**config.mk**
```make
export PLATFORM = sky130hd
export DESIGN_NAME = atop_resolver
export DESIGN_NICKNAME = d
export VERILOG_FILES = /design/src/verilog/atop_pkg.sv /design/src/verilog/amo_alu.sv /design/src/verilog/amo_sequencer.sv /design/src/verilog/atop_resolver.sv /design/src/verilog/lrsc_reservation.sv /design/src/verilog/rsp_buffer.sv
export SDC_FILE = /design/constraint.sdc
export NUM_CORES = 1
export LEC_CHECK = 0
export BUFFER_PORTS_ARGS = -buffer_cell sky130_fd_sc_hd__buf_2
export CORE_ASPECT_RATIO = 0.9
export CORE_MARGIN = 3
export CORE_UTILIZATION = 52
export CTS_CLUSTER_DIAMETER = 30
export DETAILED_ROUTE_END_ITERATION = 16
export PLACE_DENSITY_LB_ADDON = 0.25
export SLEW_MARGIN = 5
export SYNTH_ARGS = -nofsm -noshare
export SYNTH_HDL_FRONTEND = slang
export SYNTH_SLANG_ARGS = --single-unit
```
**constraint.sdc**
```tcl
create_clock -name clk_i -period 4.4 [get_ports clk_i]
set_input_delay 0.66 -clock clk_i [delete_from_list [all_inputs] [get_ports clk_i]]
set_output_delay 0.66 -clock clk_i [all_outputs]
set_load 0.05 [all_outputs]
```
**src/verilog/atop_pkg.sv**
```systemverilog
/*
 * Shared definitions of the atomic-operation resolver.
 * Word, address and id widths with their vector types, the RISC-V atomic
 * opcode encoding and the packed request and response structs.
 */
package atop_pkg;

  localparam int unsigned DataWidth = 32;
  localparam int unsigned AddrWidth = 32;
  localparam int unsigned IdWidth   = 4;

  typedef logic [DataWidth-1:0]   data_t;
  typedef logic [AddrWidth-1:0]   addr_t;
  typedef logic [DataWidth/8-1:0] be_t;
  typedef logic [IdWidth-1:0]     id_t;

  // Bit 5 marks an atomic, the low bits follow the RISC-V funct5 field
  typedef enum logic [5:0] {
    ATOP_NONE = 6'h00,
    AMO_ADD   = 6'h20,
    AMO_SWAP  = 6'h21,
    ATOP_LR   = 6'h22,
    ATOP_SC   = 6'h23,
    AMO_XOR   = 6'h24,
    AMO_OR    = 6'h28,
    AMO_AND   = 6'h2C,
    AMO_MIN   = 6'h30,
    AMO_MAX   = 6'h34,
    AMO_MINU  = 6'h38,
    AMO_MAXU  = 6'h3C
  } atop_e;

  typedef struct packed {
    addr_t addr;
    logic  we;
    be_t   be;
    data_t wdata;
    id_t   aid;
    atop_e atop;
  } bus_a_t;

  typedef struct packed {
    data_t rdata;
    logic  err;
    logic  exokay;
    id_t   rid;
  } bus_r_t;

  typedef struct packed {
    addr_t addr;
    logic  we;
    be_t   be;
    data_t wdata;
    id_t   aid;
  } mem_a_t;

  typedef struct packed {
    data_t rdata;
    logic  err;
    id_t   rid;
  } mem_r_t;

endpackage

```
**src/verilog/amo_alu.sv**
```systemverilog
/*
 * Combinational ALU for the read-modify-write atomics.
 * One 33-bit adder serves ADD and the signed and unsigned MIN/MAX compares.
 */
module amo_alu (
  input  atop_pkg::atop_e op_i,
  input  atop_pkg::data_t mem_i,
  input  atop_pkg::data_t operand_i,
  output atop_pkg::data_t result_o
);

  localparam int unsigned W = atop_pkg::DataWidth;

  logic         is_signed;
  logic         is_cmp;
  logic         mem_lt;
  logic [W:0]   opa;
  logic [W:0]   opb;
  logic [W:0]   sum;

  assign is_signed = (op_i == atop_pkg::AMO_MIN) || (op_i == atop_pkg::AMO_MAX);
  assign is_cmp    = is_signed || (op_i == atop_pkg::AMO_MINU) ||
                     (op_i == atop_pkg::AMO_MAXU);

  // The extra top bit is the sign for signed compares and zero otherwise
  assign opa = {is_signed & mem_i[W-1], mem_i};
  assign opb = {is_signed & operand_i[W-1], operand_i};

  // Compares subtract, so the top bit of the sum says memory is the smaller value
  assign sum    = opa + (is_cmp ? ~opb : opb) + {{W{1'b0}}, is_cmp};
  assign mem_lt = sum[W];

  always_comb begin
    unique case (op_i)
      atop_pkg::AMO_SWAP:               result_o = operand_i;
      atop_pkg::AMO_ADD:                result_o = sum[W-1:0];
      atop_pkg::AMO_XOR:                result_o = mem_i ^ operand_i;
      atop_pkg::AMO_AND:                result_o = mem_i & operand_i;
      atop_pkg::AMO_OR:                 result_o = mem_i | operand_i;
      atop_pkg::AMO_MIN, atop_pkg::AMO_MINU: begin
        result_o = mem_lt ? mem_i : operand_i;
      end
      atop_pkg::AMO_MAX, atop_pkg::AMO_MAXU: begin
        result_o = mem_lt ? operand_i : mem_i;
      end
      default:                          result_o = '0;
    endcase
  end

endmodule

```
**src/verilog/amo_sequencer.sv**
```systemverilog
/*
 * Request sequencer of the resolver.
 * Forwards plain accesses and LR/SC, and splits each AMO into a read
 * followed by a full-word write-back of the ALU result.
 */
module amo_sequencer (
  input  logic             clk_i,
  input  logic             rst_ni,
  input  logic             req_i,
  input  atop_pkg::bus_a_t a_i,
  output logic             gnt_o,
  input  logic             room_i,
  input  logic             sc_pass_i,
  output logic             mem_req_o,
  output atop_pkg::mem_a_t mem_a_o,
  input  logic             mem_gnt_i,
  input  logic             mem_rvalid_i,
  input  atop_pkg::data_t  mem_rdata_i,
  output atop_pkg::atop_e  alu_op_o,
  output atop_pkg::data_t  alu_mem_o,
  output atop_pkg::data_t  alu_operand_o,
  input  atop_pkg::data_t  alu_result_i,
  output logic             push_o
);

  typedef enum logic {
    ST_IDLE,
    ST_DO_AMO
  } amo_state_e;

  amo_state_e      state_q;
  amo_state_e      state_d;
  atop_pkg::atop_e op_q;
  atop_pkg::addr_t addr_q;
  atop_pkg::id_t   aid_q;
  atop_pkg::data_t operand_q;
  atop_pkg::data_t rdata_q;
  logic            rd_done_q;
  logic            rd_done_d;
  logic            wb_q;
  logic            is_amo;
  logic            load_amo;
  logic            wb_issue;

  assign is_amo = a_i.atop[5] && (a_i.atop != atop_pkg::ATOP_LR) &&
                  (a_i.atop != atop_pkg::ATOP_SC);

  // Read data is used as it arrives, or from the register while the write-back waits
  assign alu_op_o      = op_q;
  assign alu_operand_o = operand_q;
  assign alu_mem_o     = mem_rvalid_i ? mem_rdata_i : rdata_q;

  // The response to a write-back is dropped
  assign push_o = !wb_q;

  // ---------------------------------------------------------------------
  // Request steering
  // ---------------------------------------------------------------------

  always_comb begin
    state_d       = state_q;
    load_amo      = 1'b0;
    wb_issue      = 1'b0;
    gnt_o         = room_i & mem_gnt_i;
    mem_req_o     = req_i & room_i;
    mem_a_o.addr  = a_i.addr;
    mem_a_o.we    = a_i.we;
    mem_a_o.be    = a_i.be;
    mem_a_o.wdata = a_i.wdata;
    mem_a_o.aid   = a_i.aid;
    if (a_i.atop == atop_pkg::ATOP_SC) begin
      mem_a_o.we = sc_pass_i;
    end else if (is_amo) begin
      mem_a_o.we = 1'b0;
    end

    unique case (state_q)
      ST_IDLE: begin
        if (req_i && gnt_o && is_amo) begin
          load_amo = 1'b1;
          state_d  = ST_DO_AMO;
        end
      end
      ST_DO_AMO: begin
        gnt_o         = 1'b0;
        mem_req_o     = mem_rvalid_i | rd_done_q;
        mem_a_o.addr  = addr_q;
        mem_a_o.we    = 1'b1;
        mem_a_o.be    = '1;
        mem_a_o.wdata = alu_result_i;
        mem_a_o.aid   = aid_q;
        if (mem_req_o && mem_gnt_i) begin
          wb_issue = 1'b1;
          state_d  = ST_IDLE;
        end
      end
      default: state_d = ST_IDLE;
    endcase
  end

  assign rd_done_d = (state_q == ST_DO_AMO) && (mem_rvalid_i || rd_done_q) && !wb_issue;

  always_ff @(posedge clk_i or negedge rst_ni) begin
    if (!rst_ni) begin
      state_q   <= ST_IDLE;
      rd_done_q <= 1'b0;
      wb_q      <= 1'b0;
    end else begin
      state_q   <= state_d;
      rd_done_q <= rd_done_d;
      wb_q      <= wb_issue;
    end
  end

  always_ff @(posedge clk_i) begin
    if (load_amo) begin
      op_q      <= a_i.atop;
      addr_q    <= a_i.addr;
      aid_q     <= a_i.aid;
      operand_q <= a_i.wdata;
    end
    if ((state_q == ST_DO_AMO) && mem_rvalid_i) begin
      rdata_q <= mem_rdata_i;
    end
  end

endmodule

```
**src/verilog/atop_resolver.sv**
```systemverilog
/*
 * Atomic-operation resolver in front of a single-port memory.
 * Connects the sequencer, LR/SC reservation, AMO ALU and response buffer.
 */
module atop_resolver #(
  parameter bit LrScEnable = 1'b1,
  parameter int BufDepth   = 2
) (
  input  logic             clk_i,
  input  logic             rst_ni,
  input  logic             req_i,
  input  atop_pkg::bus_a_t a_i,
  output logic             gnt_o,
  output logic             rvalid_o,
  output atop_pkg::bus_r_t r_o,
  input  logic             rready_i,
  output logic             mem_req_o,
  output atop_pkg::mem_a_t mem_a_o,
  input  logic             mem_gnt_i,
  input  logic             mem_rvalid_i,
  input  atop_pkg::mem_r_t mem_r_i
);

  logic            room;
  logic            push;
  logic            accept;
  logic            sc_pass;
  logic            sc_q;
  logic            lr_sc_ok_q;
  atop_pkg::atop_e alu_op;
  atop_pkg::data_t alu_mem;
  atop_pkg::data_t alu_operand;
  atop_pkg::data_t alu_result;

  assign accept = req_i & gnt_o;

  amo_sequencer i_sequencer (
    .clk_i,
    .rst_ni,
    .req_i,
    .a_i,
    .gnt_o,
    .room_i       (room),
    .sc_pass_i    (sc_pass),
    .mem_req_o,
    .mem_a_o,
    .mem_gnt_i,
    .mem_rvalid_i,
    .mem_rdata_i  (mem_r_i.rdata),
    .alu_op_o     (alu_op),
    .alu_mem_o    (alu_mem),
    .alu_operand_o(alu_operand),
    .alu_result_i (alu_result),
    .push_o       (push)
  );

  // ---------------------------------------------------------------------
  // LR/SC, without it an SC goes to memory as a plain read
  // ---------------------------------------------------------------------

  if (LrScEnable) begin : gen_lrsc
    lrsc_reservation i_reservation (
      .clk_i,
      .rst_ni,
      .accept_i    (accept),
      .a_i,
      .sc_pass_o   (sc_pass),
      .sc_q_o      (sc_q),
      .lr_sc_ok_q_o(lr_sc_ok_q)
    );
  end else begin : gen_no_lrsc
    assign sc_pass    = 1'b0;
    assign sc_q       = 1'b0;
    assign lr_sc_ok_q = 1'b0;
  end

  amo_alu i_alu (
    .op_i     (alu_op),
    .mem_i    (alu_mem),
    .operand_i(alu_operand),
    .result_o (alu_result)
  );

  rsp_buffer #(
    .BufDepth(BufDepth)
  ) i_rsp_buffer (
    .clk_i,
    .rst_ni,
    .push_i      (push),
    .mem_rvalid_i,
    .mem_r_i,
    .sc_q_i      (sc_q),
    .lr_sc_ok_q_i(lr_sc_ok_q),
    .rvalid_o,
    .r_o,
    .rready_i,
    .issue_i     (accept),
    .room_o      (room)
  );

endmodule

```
**src/verilog/lrsc_reservation.sv**
```systemverilog
/*
 * Load-reserved / store-conditional tracking.
 * Holds one reservation, decides whether an SC may write and registers
 * the SC and success flags that go with the next memory response.
 */
module lrsc_reservation (
  input  logic             clk_i,
  input  logic             rst_ni,
  input  logic             accept_i,
  input  atop_pkg::bus_a_t a_i,
  output logic             sc_pass_o,
  output logic             sc_q_o,
  output logic             lr_sc_ok_q_o
);

  typedef struct packed {
    logic            valid;
    atop_pkg::addr_t addr;
    atop_pkg::id_t   rid;
  } resv_t;

  resv_t resv_q;
  resv_t resv_d;
  logic  is_lr;
  logic  is_sc;
  logic  is_amo;
  logic  other_id;
  logic  addr_hit;
  logic  ok_d;

  assign is_lr    = (a_i.atop == atop_pkg::ATOP_LR);
  assign is_sc    = (a_i.atop == atop_pkg::ATOP_SC);
  assign is_amo   = a_i.atop[5] && !is_lr && !is_sc;
  assign other_id = (a_i.aid != resv_q.rid);
  assign addr_hit = (a_i.addr == resv_q.addr);

  // Only the owner of a live reservation on the same word may store
  assign sc_pass_o = is_sc && resv_q.valid && !other_id && addr_hit;

  always_comb begin
    resv_d = resv_q;
    ok_d   = 1'b0;
    if (accept_i) begin
      // A live reservation of another requester is kept, so no one starves
      if (is_lr && (!resv_q.valid || !other_id)) begin
        resv_d.valid = 1'b1;
        resv_d.addr  = a_i.addr;
        resv_d.rid   = a_i.aid;
        ok_d         = 1'b1;
      end
      if (other_id && addr_hit && ((a_i.we && !is_sc) || is_amo)) begin
        resv_d.valid = 1'b0;
      end
      if (is_sc && resv_q.valid && !other_id) begin
        resv_d.valid = 1'b0;
        ok_d         = addr_hit;
      end
    end
  end

  always_ff @(posedge clk_i or negedge rst_ni) begin
    if (!rst_ni) begin
      resv_q       <= '0;
      sc_q_o       <= 1'b0;
      lr_sc_ok_q_o <= 1'b0;
    end else begin
      resv_q       <= resv_d;
      sc_q_o       <= accept_i && is_sc;
      lr_sc_ok_q_o <= ok_d;
    end
  end

endmodule

```
**src/verilog/rsp_buffer.sv**
```systemverilog
/*
 * Fall-through response FIFO towards the requester.
 * Inserts the SC result and exokay flag and reports room for one more
 * request, counting the memory access still in flight.
 */
module rsp_buffer #(
  parameter int BufDepth = 2
) (
  input  logic             clk_i,
  input  logic             rst_ni,
  input  logic             push_i,
  input  logic             mem_rvalid_i,
  input  atop_pkg::mem_r_t mem_r_i,
  input  logic             sc_q_i,
  input  logic             lr_sc_ok_q_i,
  output logic             rvalid_o,
  output atop_pkg::bus_r_t r_o,
  input  logic             rready_i,
  input  logic             issue_i,
  output logic             room_o
);

  localparam int PtrWidth = (BufDepth > 1) ? $clog2(BufDepth) : 1;
  localparam int CntWidth = $clog2(BufDepth + 1);

  atop_pkg::bus_r_t    entries_q [BufDepth];
  atop_pkg::bus_r_t    in_entry;
  logic [PtrWidth-1:0] wptr_q;
  logic [PtrWidth-1:0] rptr_q;
  logic [CntWidth-1:0] count_q;
  logic [CntWidth:0]   occupancy;
  logic                inflight_q;
  logic                push;
  logic                pop;
  logic                empty;
  logic                store;
  logic                drain;

  function automatic logic [PtrWidth-1:0] next_ptr(input logic [PtrWidth-1:0] ptr);
    if (ptr == PtrWidth'(BufDepth - 1)) begin
      return '0;
    end
    return ptr + 1'b1;
  endfunction

  // An SC answers 0 on success and 1 on failure instead of the read data
  assign in_entry.rdata  = sc_q_i ? atop_pkg::data_t'(!lr_sc_ok_q_i) : mem_r_i.rdata;
  assign in_entry.err    = mem_r_i.err;
  assign in_entry.exokay = lr_sc_ok_q_i;
  assign in_entry.rid    = mem_r_i.rid;

  assign push     = mem_rvalid_i & push_i;
  assign empty    = (count_q == '0);
  assign rvalid_o = !empty | push;
  assign r_o      = empty ? in_entry : entries_q[rptr_q];
  assign pop      = rvalid_o & rready_i;

  // A response taken in its arrival cycle bypasses the storage
  assign store = push & !(empty & pop);
  assign drain = pop & !empty;

  assign occupancy = {1'b0, count_q} + (CntWidth + 1)'(inflight_q);
  assign room_o    = occupancy < (CntWidth + 1)'(BufDepth);

  always_ff @(posedge clk_i or negedge rst_ni) begin
    if (!rst_ni) begin
      wptr_q     <= '0;
      rptr_q     <= '0;
      count_q    <= '0;
      inflight_q <= 1'b0;
    end else begin
      if (store) begin
        wptr_q <= next_ptr(wptr_q);
      end
      if (drain) begin
        rptr_q <= next_ptr(rptr_q);
      end
      count_q <= count_q + CntWidth'(store) - CntWidth'(drain);
      if (issue_i) begin
        inflight_q <= 1'b1;
      end else if (mem_rvalid_i) begin
        inflight_q <= 1'b0;
      end
    end
  end

  always_ff @(posedge clk_i) begin
    if (store) begin
      entries_q[wptr_q] <= in_entry;
    end
  end

endmodule
```
### Word-level counts from Yosys, hierarchy flattened

Memories as Yosys holds them, arrays and structs flattened.
Index checks and enable logic that the tools add are counted.

| storage, ports and cells | value |
|---|---|
| register bits after elaboration | 153 |
| RAM bits | 76 |
| output and inout bits | 114 |
| word-level logic and storage cells | 134 |
| memories | 1 |

Memory list:

| memory | depth | width | read ports | clocked after memory_dff | wr ports | line | text |
|---|---|---|---|---|---|---|---|
| i_rsp_buffer.entries_q | 2 | 38 | 1 | 0 | 1 | rsp_buffer.sv:26 | `atop_pkg::bus_r_t entries_q [BufDepth];` |

| cells by class | value |
|---|---|
| $add $sub $neg | 7 |
| magnitude comparators | 1 |
| eq/ne operators | 15 |
| mux-type cells | 36 |
| bitwise operators | 17 |
| reduce and logical (&&, ||, !) cells | 40 |

Operator list:

| operator | number |
|---|---|
| $pmux 32 s7 | 1 |
| $mux 32 | 4 |
| $mux 73 | 1 |
| $eq 6x6->1 const B | 11 |
| $mux 38 | 1 |
| $mux 37 | 1 |
| $add 33x1->33 | 1 |
| $add 33x33->33 | 1 |
| $mux 33 | 1 |
| $not 33->33 | 1 |
| $and 32x32->32 | 1 |
| $eq 32x32->1 | 1 |
| $or 32x32->32 | 1 |
| $xor 32x32->32 | 1 |
| $mux 1 | 26 |
| $logic_and 1x1->1 | 18 |
| $ne 6x6->1 const B | 2 |
| $and 1x1->1 | 10 |
| $logic_not 1->1 | 9 |
| $logic_or 1x1->1 | 6 |
| $ne 4x4->1 | 1 |
| $reduce_and 2->1 | 2 |
| $reduce_or 2->1 | 2 |
| $add 2x1->3 | 1 |
| 10 further kinds | 12 |

### Longest topological paths before layout

Gate-level depths: netlist (run 1).

| logic depth | value |
|---|---|
| word-level depth | 10 |
| mapped depth | 17 |

### Cells and area by module

From an unflattened synthesis (run 1), not the netlist that was laid out.

| second synthesis, totals | value |
|---|---|
| cell total of the unflattened synthesis | 1,405 |
| area, all modules | 15,436.1 µm² |

By module, submodules not included:

| module | instances | cells an instance | area an instance (µm²) | seq. area each (µm²) |
|---|---|---|---|---|
| amo_alu | 1 | 751 | 5,270.1 | 0.0 |
| amo_sequencer | 1 | 246 | 4,610.7 | 3,258.1 |
| rsp_buffer | 1 | 263 | 3,608.5 | 2,407.3 |
| lrsc_reservation | 1 | 144 | 1,940.6 | 975.9 |
| atop_resolver | 1 | 1 | 6.3 | 0.0 |

### Worst setup path after synthesis (run 1)

Ideal clock, no wire load.

| path | value |
|---|---|
| path kind | input to output |
| from | input port mem_rvalid_i |
| to | output port mem_a_o[35] in the netlist's numbering |
| arrival time | 4,674 ps |
| slack | -934 ps |
| stages on the path | 15 |
| cell sequence | buf_6 -> buf_1 -> mux2i_1 -> inv_1 -> ha_1 -> clkbuf_1 -> a21oi_1 -> o21ai_0 -> a221oi_1 -> o21ai_0 -> o31ai_1 -> a21boi_0 -> o31ai_1 -> a21boi_0 -> o31ai_1 |

RTL lines:

| what | line | text |
|---|---|---|
| from (decl) | atop_resolver.sv:20 | `input logic mem_rvalid_i,` |
| to (decl) | atop_resolver.sv:18 | `output atop_pkg::mem_a_t mem_a_o,` |

==> results of run 1 <==
## Yosys cell counts, types with 18 or more instances
library cell / count
a221oi_1: 27
nor2b_1: 39
mux2_2: 87
clkbuf_1: 52
nor2_1: 64
dfrtp_1: 47
inv_1: 79
ha_1: 97
xor2_1: 22
edfxtp_1: 182
o21ai_0: 85
xnor2_1: 77
a21oi_1: 63
mux2i_1: 68
nand2_1: 122
o221ai_1: 18
## final cells by class
class | instances | area [um^2]
clock inverter | 37 | 426.7
multi-input combinational | 972 | 8651
inverter | 79 | 296.5
fill | 1652 | 5783
sequential | 229 | 6644
tap | 354 | 442.9
antenna | 1 | 2.502
clock buffer | 54 | 1255
timing repair buffer | 512 | 3742
## kinds of logic after synthesis
group                    share of synthesized area (%)
AND/OR/NAND/NOR                                  10.43
AO/OA/AOI/OAI                                    13.76
flip-flops                                       45.75
multiplexers                                     11.59
buffers and inverters                            3.896
XOR/XNOR                                         6.085
adder cells (fa/ha/maj)                          8.498
## worst max path at each step
stage,end,depth (start not counted)
after floorplan,mem_a_o[35],15
after global placement,mem_a_o[16],18
after detailed placement,mem_a_o[9],18
after CTS,mem_a_o[21],19
after global routing,mem_a_o[21],16
final,mem_a_o[29],15
## power groups by stage
stage,Clock [W],Sequential [W],Combinational [W]
3_3_place_gp,0,0.00291,0.00406
5_1_grt,0.00389,0.00293,0.00487
2_1_floorplan,0,0.00279,0.00296
6_report,0.00375,0.00290,0.00462
3_5_place_dp,0,0.00292,0.00411
4_1_cts,0.00378,0.00290,0.00443
## layer usage
layer	GRT usage (%)	vias up	part of all wire [%]
li1	-	5994	-
met1	40.39	6456	40
met2	51.56	677	48
met3	6.188	126	8.0
met4	13.64	8	4.1
met5	0	-	0.099
## sequential cells by signal (all words and copies together), names as in the netlist, 2 cells and up
name / count
i_sequencer.addr_q: 32
i_rsp_buffer.entries_q: 76
i_sequencer.alu_op_o: 6
i_sequencer.aid_q: 4
i_rsp_buffer.count_q: 2
i_sequencer.alu_operand_o: 32
i_sequencer.rdata_q: 32
gen_lrsc.i_reservation.resv_q: 37
## per-stage QoR
stage | area [um^2] | setup TNS, ns | setup WS [ns] | hold slack, ns
final | 21460 | -17.53 | -0.6266 | 0.2803
after global placement | 18220 | -18.83 | -0.6417 | 0.4959
after CTS | 21000 | -14.33 | -0.5181 | 0.2689
after global routing | 21460 | -20.98 | -0.7294 | 0.2797
after detailed placement | 18220 | -22.53 | -0.8088 | 0.5150
after floorplan | 14930 | -0.2139 | -0.2118 | 0.3644
## layout by cell type (no fill, tap or decap), drive strengths merged, types with 39 or more instances in the layout
cell type  Yosys  final
a21oi         64     64
buf           16    509
clkbuf        52     57
dfrtp         47     47
edfxtp       182    182
ha            97     97
inv           79     82
mux2          87     87
mux2i         69     69
nand2        122    122
nor2          64     64
nor2b         39     39
o21ai         92     92
xnor2         77     77
## worst max-delay path, stage by stage (launching register included)
cell and delay [ns]:
edfxtp_1 0.39, nand4bb_4 0.29, buf_12 0.20, buf_8 0.14, xnor2_1 0.12, ha_1 0.34, a211oi_2 0.20, o21a_1 0.16
nor3_2 0.07, or4b_4 0.51, o21ai_4 0.23, xnor2_4 0.14, a21o_4 0.28, a221o_1 0.33, a22o_1 0.23, buf_6 0.16
## what timing repair did
item,CTS,global route
buffers inserted,17,10
endpoints found under the setup margin,32,32
gates resized for setup,206,63
pin swaps,67,51
hold buffers,0,0
gates cloned,3,2
==> run_results.csv, run 1 <==
group,metric,value,unit
critical_path,worstPathRequired,3.74,ns
placed_design,place_congestion,0.9782,
synthesis,synth_top_area_share,37.65,%
pwr,switchingPower,0.004530,W
routing,ant_nets,0,
global_route,grt_max_degree,56,
critical_path,rr_worst_depth,5,
timing,fin_ws,-0.6266,ns
synthesis,synthFlopType,"edfxtp_1",
critical_path,end_kind,"primary output",
global_route,grt.overflow.total,0,
final_layout,area_delta_synth_final,47.82,%
global_route,antenna_found_initial,5,
critical_path,critPathLaunchType,"flop",
timing,max_slew.worst_pin.slew,1.140,ns
final_layout,final_core_util,78.77,%
clocking,cts-root-buf,"clkbuf_16",
global_route,grt_pass1_vias,13639,
worst_hold_path,holdPathEnd,"i_sequencer.alu_operand_o[27]",
pwr,p_leak,9.249,nW
synthesis,syn_nets,1568,
synthesis,synth_edf_count,182,
routing,drt-total-wl,48720,um
timing,finalSetupViolations,32,
die,start_util,53.29,%
synthesis,ys_warn_count,0,
routing,via_count,13261,
die,die_width,182.1,um
clocking,cts_sinks,229,
die,die-area,29960,um^2
critical_path,crit_start,"i_sequencer.alu_op_o[0]",
synthesis,syn_area_per_cell,10.77,um^2
clocking,clkTransAtPathRegs,0.05,ns
pwr,swShare,40.21,%
placed_design,placement.io_buffers,235,
final_layout,final_cells,2238,
job,maxCapViolations,0,
timing,clock.fmax,198.9,MHz
die,io_pins,236,
synthesis,async_flop_share,20.52,%
die,core_area,27240,um^2
global_route,track_usage,31.26,%
routing,drc,0,
critical_path,cp_max_fo,8,
critical_path,cp_data_arrival_time,4.37,ns
pwr,pwr-share-clk,33.3,%
placed_design,dp_hpwl,32520,um
timing,slew_viol_final,0,
outcome,failed_checks,"setup timing",
worst_hold_path,hp-class,"in2reg",
critical_path,crit_type,"reg2out",
global_route,grt_pass1_wl,74230,um
clocking,numCtsBuffers,49,
timing,max-slew-margin-rel,23.84,%
synthesis,ys_types,66,
final_layout,drive_gt1_share,45.35,%
synthesis,synth-seq-cells,229,
die,die_h,164.5,um
worst_hold_path,hp-start,"a_i[37]",
pwr,ir_drop,0.4312,mV
synthesis,ys_seq_area_share,45.75,%
clocking,tritoncts,"built",
final_layout,num-nets-final,2063,
timing,skew,0.03028,ns
routing,first_iter_violations,1180,
synthesis,synth_area,14520,um^2
routing,wl_per_cell,21.77,um
timing,timing.final.crit_share,114.2,%
outcome,status,"complete, but fails checks",
worst_hold_path,min_path_cells,1,
critical_path,rr_startpoint,"i_sequencer.state_q",
critical_path,reg2reg_slack,1.33,ns
timing,rsz0062_at_grt,"yes",
pwr,p_int,0.006736,W
timing,period_needed,5.027,ns
pwr,power_density,525.0,nW/um^2
pwr,finalPower,0.01127,W
synthesis,yosys.area.top_type,"edfxtp_1",
clocking,h-tree-depth,2,
synthesis,syn_inst,1348,
critical_path,r2r_end,"i_sequencer.alu_operand_o[9]",
clocking,ctsLongestPathBuffers,3,
pwr,p_seq_share,25.7,%
pwr,p_comb_share,41.0,%
die,rows,57,
synthesis,synth_area_leaders,"edfxtp_1, ha_1, dfrtp_1",
routing,dr.pass1.iters,5,
routing,vias_per_cell,5.925,
placed_design,dp.cells,2120,
clocking,clk_latency,0.57,ns
timing,hold_viol_final,0,
Note: power is estimated with default switching activity, not from simulation.
==> inputs of run 2 (changes only) <==
- CORE_UTILIZATION: 52 -> 35
==> run 2 against run 1 <==
The flow still finishes with violations (setup timing). Fmax grew 0.21%. Non-clock buffer count shrank 10. Clock-buffer cell count grew 14. Utilization shrank 25 points. First-iteration DRC count shrank 21%. Critical path depth shrank 1. Cell count grew 8.4%. Hold slack lost 0.13 ns. Combinational power shrank 2%. Register-to-register slack lost 0.08 ns. Setup slack gained 0.010 ns. Via count shrank 3.8%. Critical endpoint unchanged. Highest routed layer unchanged.
==> run_results.csv, run 2 (synthesized netlist as in run 1, its figures left out) <==
group,metric,value,unit
critical_path,worstPathRequired,3.74,ns
timing,clock.fmax,199.4,MHz
timing,hold_viol_final,0,
placed_design,dp_hpwl,36160,um
global_route,grt_pass1_vias,12927,
job,maxCapViolations,0,
timing,fin_ws,-0.6162,ns
global_route,grt_pass1_wl,73750,um
placed_design,placed_cell_area,18450,um^2
outcome,status,"complete, but fails checks",
timing,finalSetupViolations,32,
worst_hold_path,hp-class,"in2async",
final_layout,filler_cell_count,3643,
routing,dr.pass1.iters,6,
die,start_util,35.57,%
timing,rsz0062_at_grt,"yes",
pwr,p_leak,9.296,nW
clocking,clk_latency,0.59,ns
pwr,finalPower,0.01165,W
routing,highest_layer,"met5",
final_layout,final_area,21780,um^2
routing,wl_met2,23180,um
routing,wl_per_cell,20.71,um
clocking,cts-root-buf,"clkbuf_16",
clocking,clkTransAtPathRegs,0.05,ns
routing,drt-total-wl,50220,um
clocking,h-tree-depth,2,
critical_path,cp_data_arrival_time,4.36,ns
final_layout,final_common_cell,"buf_4",
global_route,antenna_found_initial,10,
placed_design,placement.io_buffers,235,
final_layout,seq_area,6644,um^2
clocking,ctsLongestPathBuffers,3,
clocking,tritoncts,"built",
placed_design,place_congestion,0.9601,
final_layout,area_delta_synth_final,50.03,%
outcome,failed_checks,"setup timing",
routing,wl_met3,3858,um
critical_path,crit_type,"reg2out",
routing,m1WireLength,21310,um
routing,first_iter_violations,932,
final_layout,num-nets-final,2060,
clocking,cts_sinks,229,
die,io_pins,236,
final_layout,final_core_util,53.37,%
global_route,grt_max_degree,54,
final_layout,drive_gt1_share,45.01,%
final_layout,top_register,"i_rsp_buffer.entries_q",
timing,timing.setup.tns,-17.40,ns
die,rows,70,
die,die_h,199.2,um
die,die-area,43960,um^2
timing,period_needed,5.016,ns
routing,vias_per_cell,5.261,
die,core_area,40810,um^2
global_route,grt.overflow.total,0,
routing,via_count,12759,
critical_path,end_kind,"primary output",
timing,max_slew.worst_pin.slew,1.036,ns
timing,max-slew-margin-rel,30.78,%
final_layout,multi_input_area,8618,um^2
final_layout,top_regs,"i_rsp_buffer.entries_q x76, gen_lrsc.i_reservation.resv_q x37",
pwr,power_density,535.0,nW/um^2
routing,drc,0,
timing,slew_viol_final,0,
die,die_width,220.7,um
routing,ant_nets,0,
global_route,track_usage,21.87,%
clocking,numCtsBuffers,56,
timing,skew,0.02096,ns
critical_path,critPathLaunchType,"flop",
clocking,hold_buffers,0,
final_layout,largest_register_ffs,76,
pwr,ir_drop,0.4856,mV
timing,timing.final.crit_share,114.0,%
final_layout,layout_common_cells,"buf_4, buf_2, edfxtp_1, nand2_1",
critical_path,cp_max_fo,7,
## run 2: cell count changes in the layout (fill, tap and decap cells not counted), sizes merged
cell and change:
inv -1, buf -10, clkbuf +14, bufinv +2, clkinvlp -4
## run 2: path summary, 6_finish.rpt
kind                                                   startpoint                                 to  slack, ns  cells past startpoint
worst max-delay path                      i_sequencer.alu_op_o[1]                        mem_a_o[29]      -0.62                     14
worst min-delay path                                       rst_ni  gen_lrsc.i_reservation.resv_q[23]       0.15                      2
worst max register to register                i_sequencer.state_q      i_sequencer.alu_operand_o[12]       1.25                      6
worst min register to register  gen_lrsc.i_reservation.resv_q[22]  gen_lrsc.i_reservation.resv_q[22]       0.52                      1
max in group asynchronous                                  rst_ni                i_sequencer.state_q       3.80                      2
min in group clk_i                                      mem_gnt_i              i_sequencer.rd_done_q       0.26                      2
## run 2: layer usage
| layer | vias to the layer above | global-route usage (%) |
|---|---|---|
| li1 | 6005 | - |
| met1 | 6177 | 27.40 |
| met2 | 420 | 35.49 |
| met3 | 139 | 6.842 |
| met4 | 18 | 8.316 |
| met5 | - | 0 |
## run 2: repair_timing
action / in CTS / in global routing
pin swaps: 17 / 69
endpoints found under the hold margin: 0 / 0
setup endpoints to repair: 32 / 32
resized for setup: 98 / 148
gates cloned: 0 / 4
buffers inserted: 4 / 19
## run 2: cell type report
type | instances | share of cell area, %
clock inverters | 34 | 2.212
inverters | 79 | 1.361
multi-input cells | 972 | 39.57
flip-flops and latches | 229 | 30.50
well taps | 540 | 3.102
repair buffers | 502 | 16.51
diodes | 1 | 0.01149
clock buffers | 68 | 6.733
## run 2: worst max-delay path, cell delays in order, from the launching register on
cell	delay (ns)
edfxtp_1	0.38
nand4bb_4	0.27
buf_12	0.18
buf_4	0.13
xnor2_1	0.19
ha_1	0.34
o21a_1	0.20
o2111ai_2	0.21
or4b_4	0.50
o21ai_4	0.21
xnor2_4	0.13
a21o_4	0.27
a221o_1	0.34
a22o_1	0.23
buf_6	0.16
## run 2: report_power, final
group	switching, W	total [W]	internal, W	leakage [nW]
Combinational	0.00300	0.00455	0.00154	6.05
Clock	0.00132	0.00422	0.00289	0.937
Sequential	0.000217	0.00289	0.00267	2.31
## run 2: per-stage QoR
| stage | setup slack (ns) | hold slack [ns] | cells |
|---|---|---|---|
| after floorplan | -0.2118 | 0.3644 | 1348 |
| after global placement | -1.016 | 0.5081 | 2298 |
| after detailed placement | -1.058 | 0.5149 | 2298 |
| after CTS | -0.6755 | 0.1417 | 2404 |
| after global routing | -0.7542 | 0.1819 | 2424 |
| final | -0.6162 | 0.1528 | 2425 |
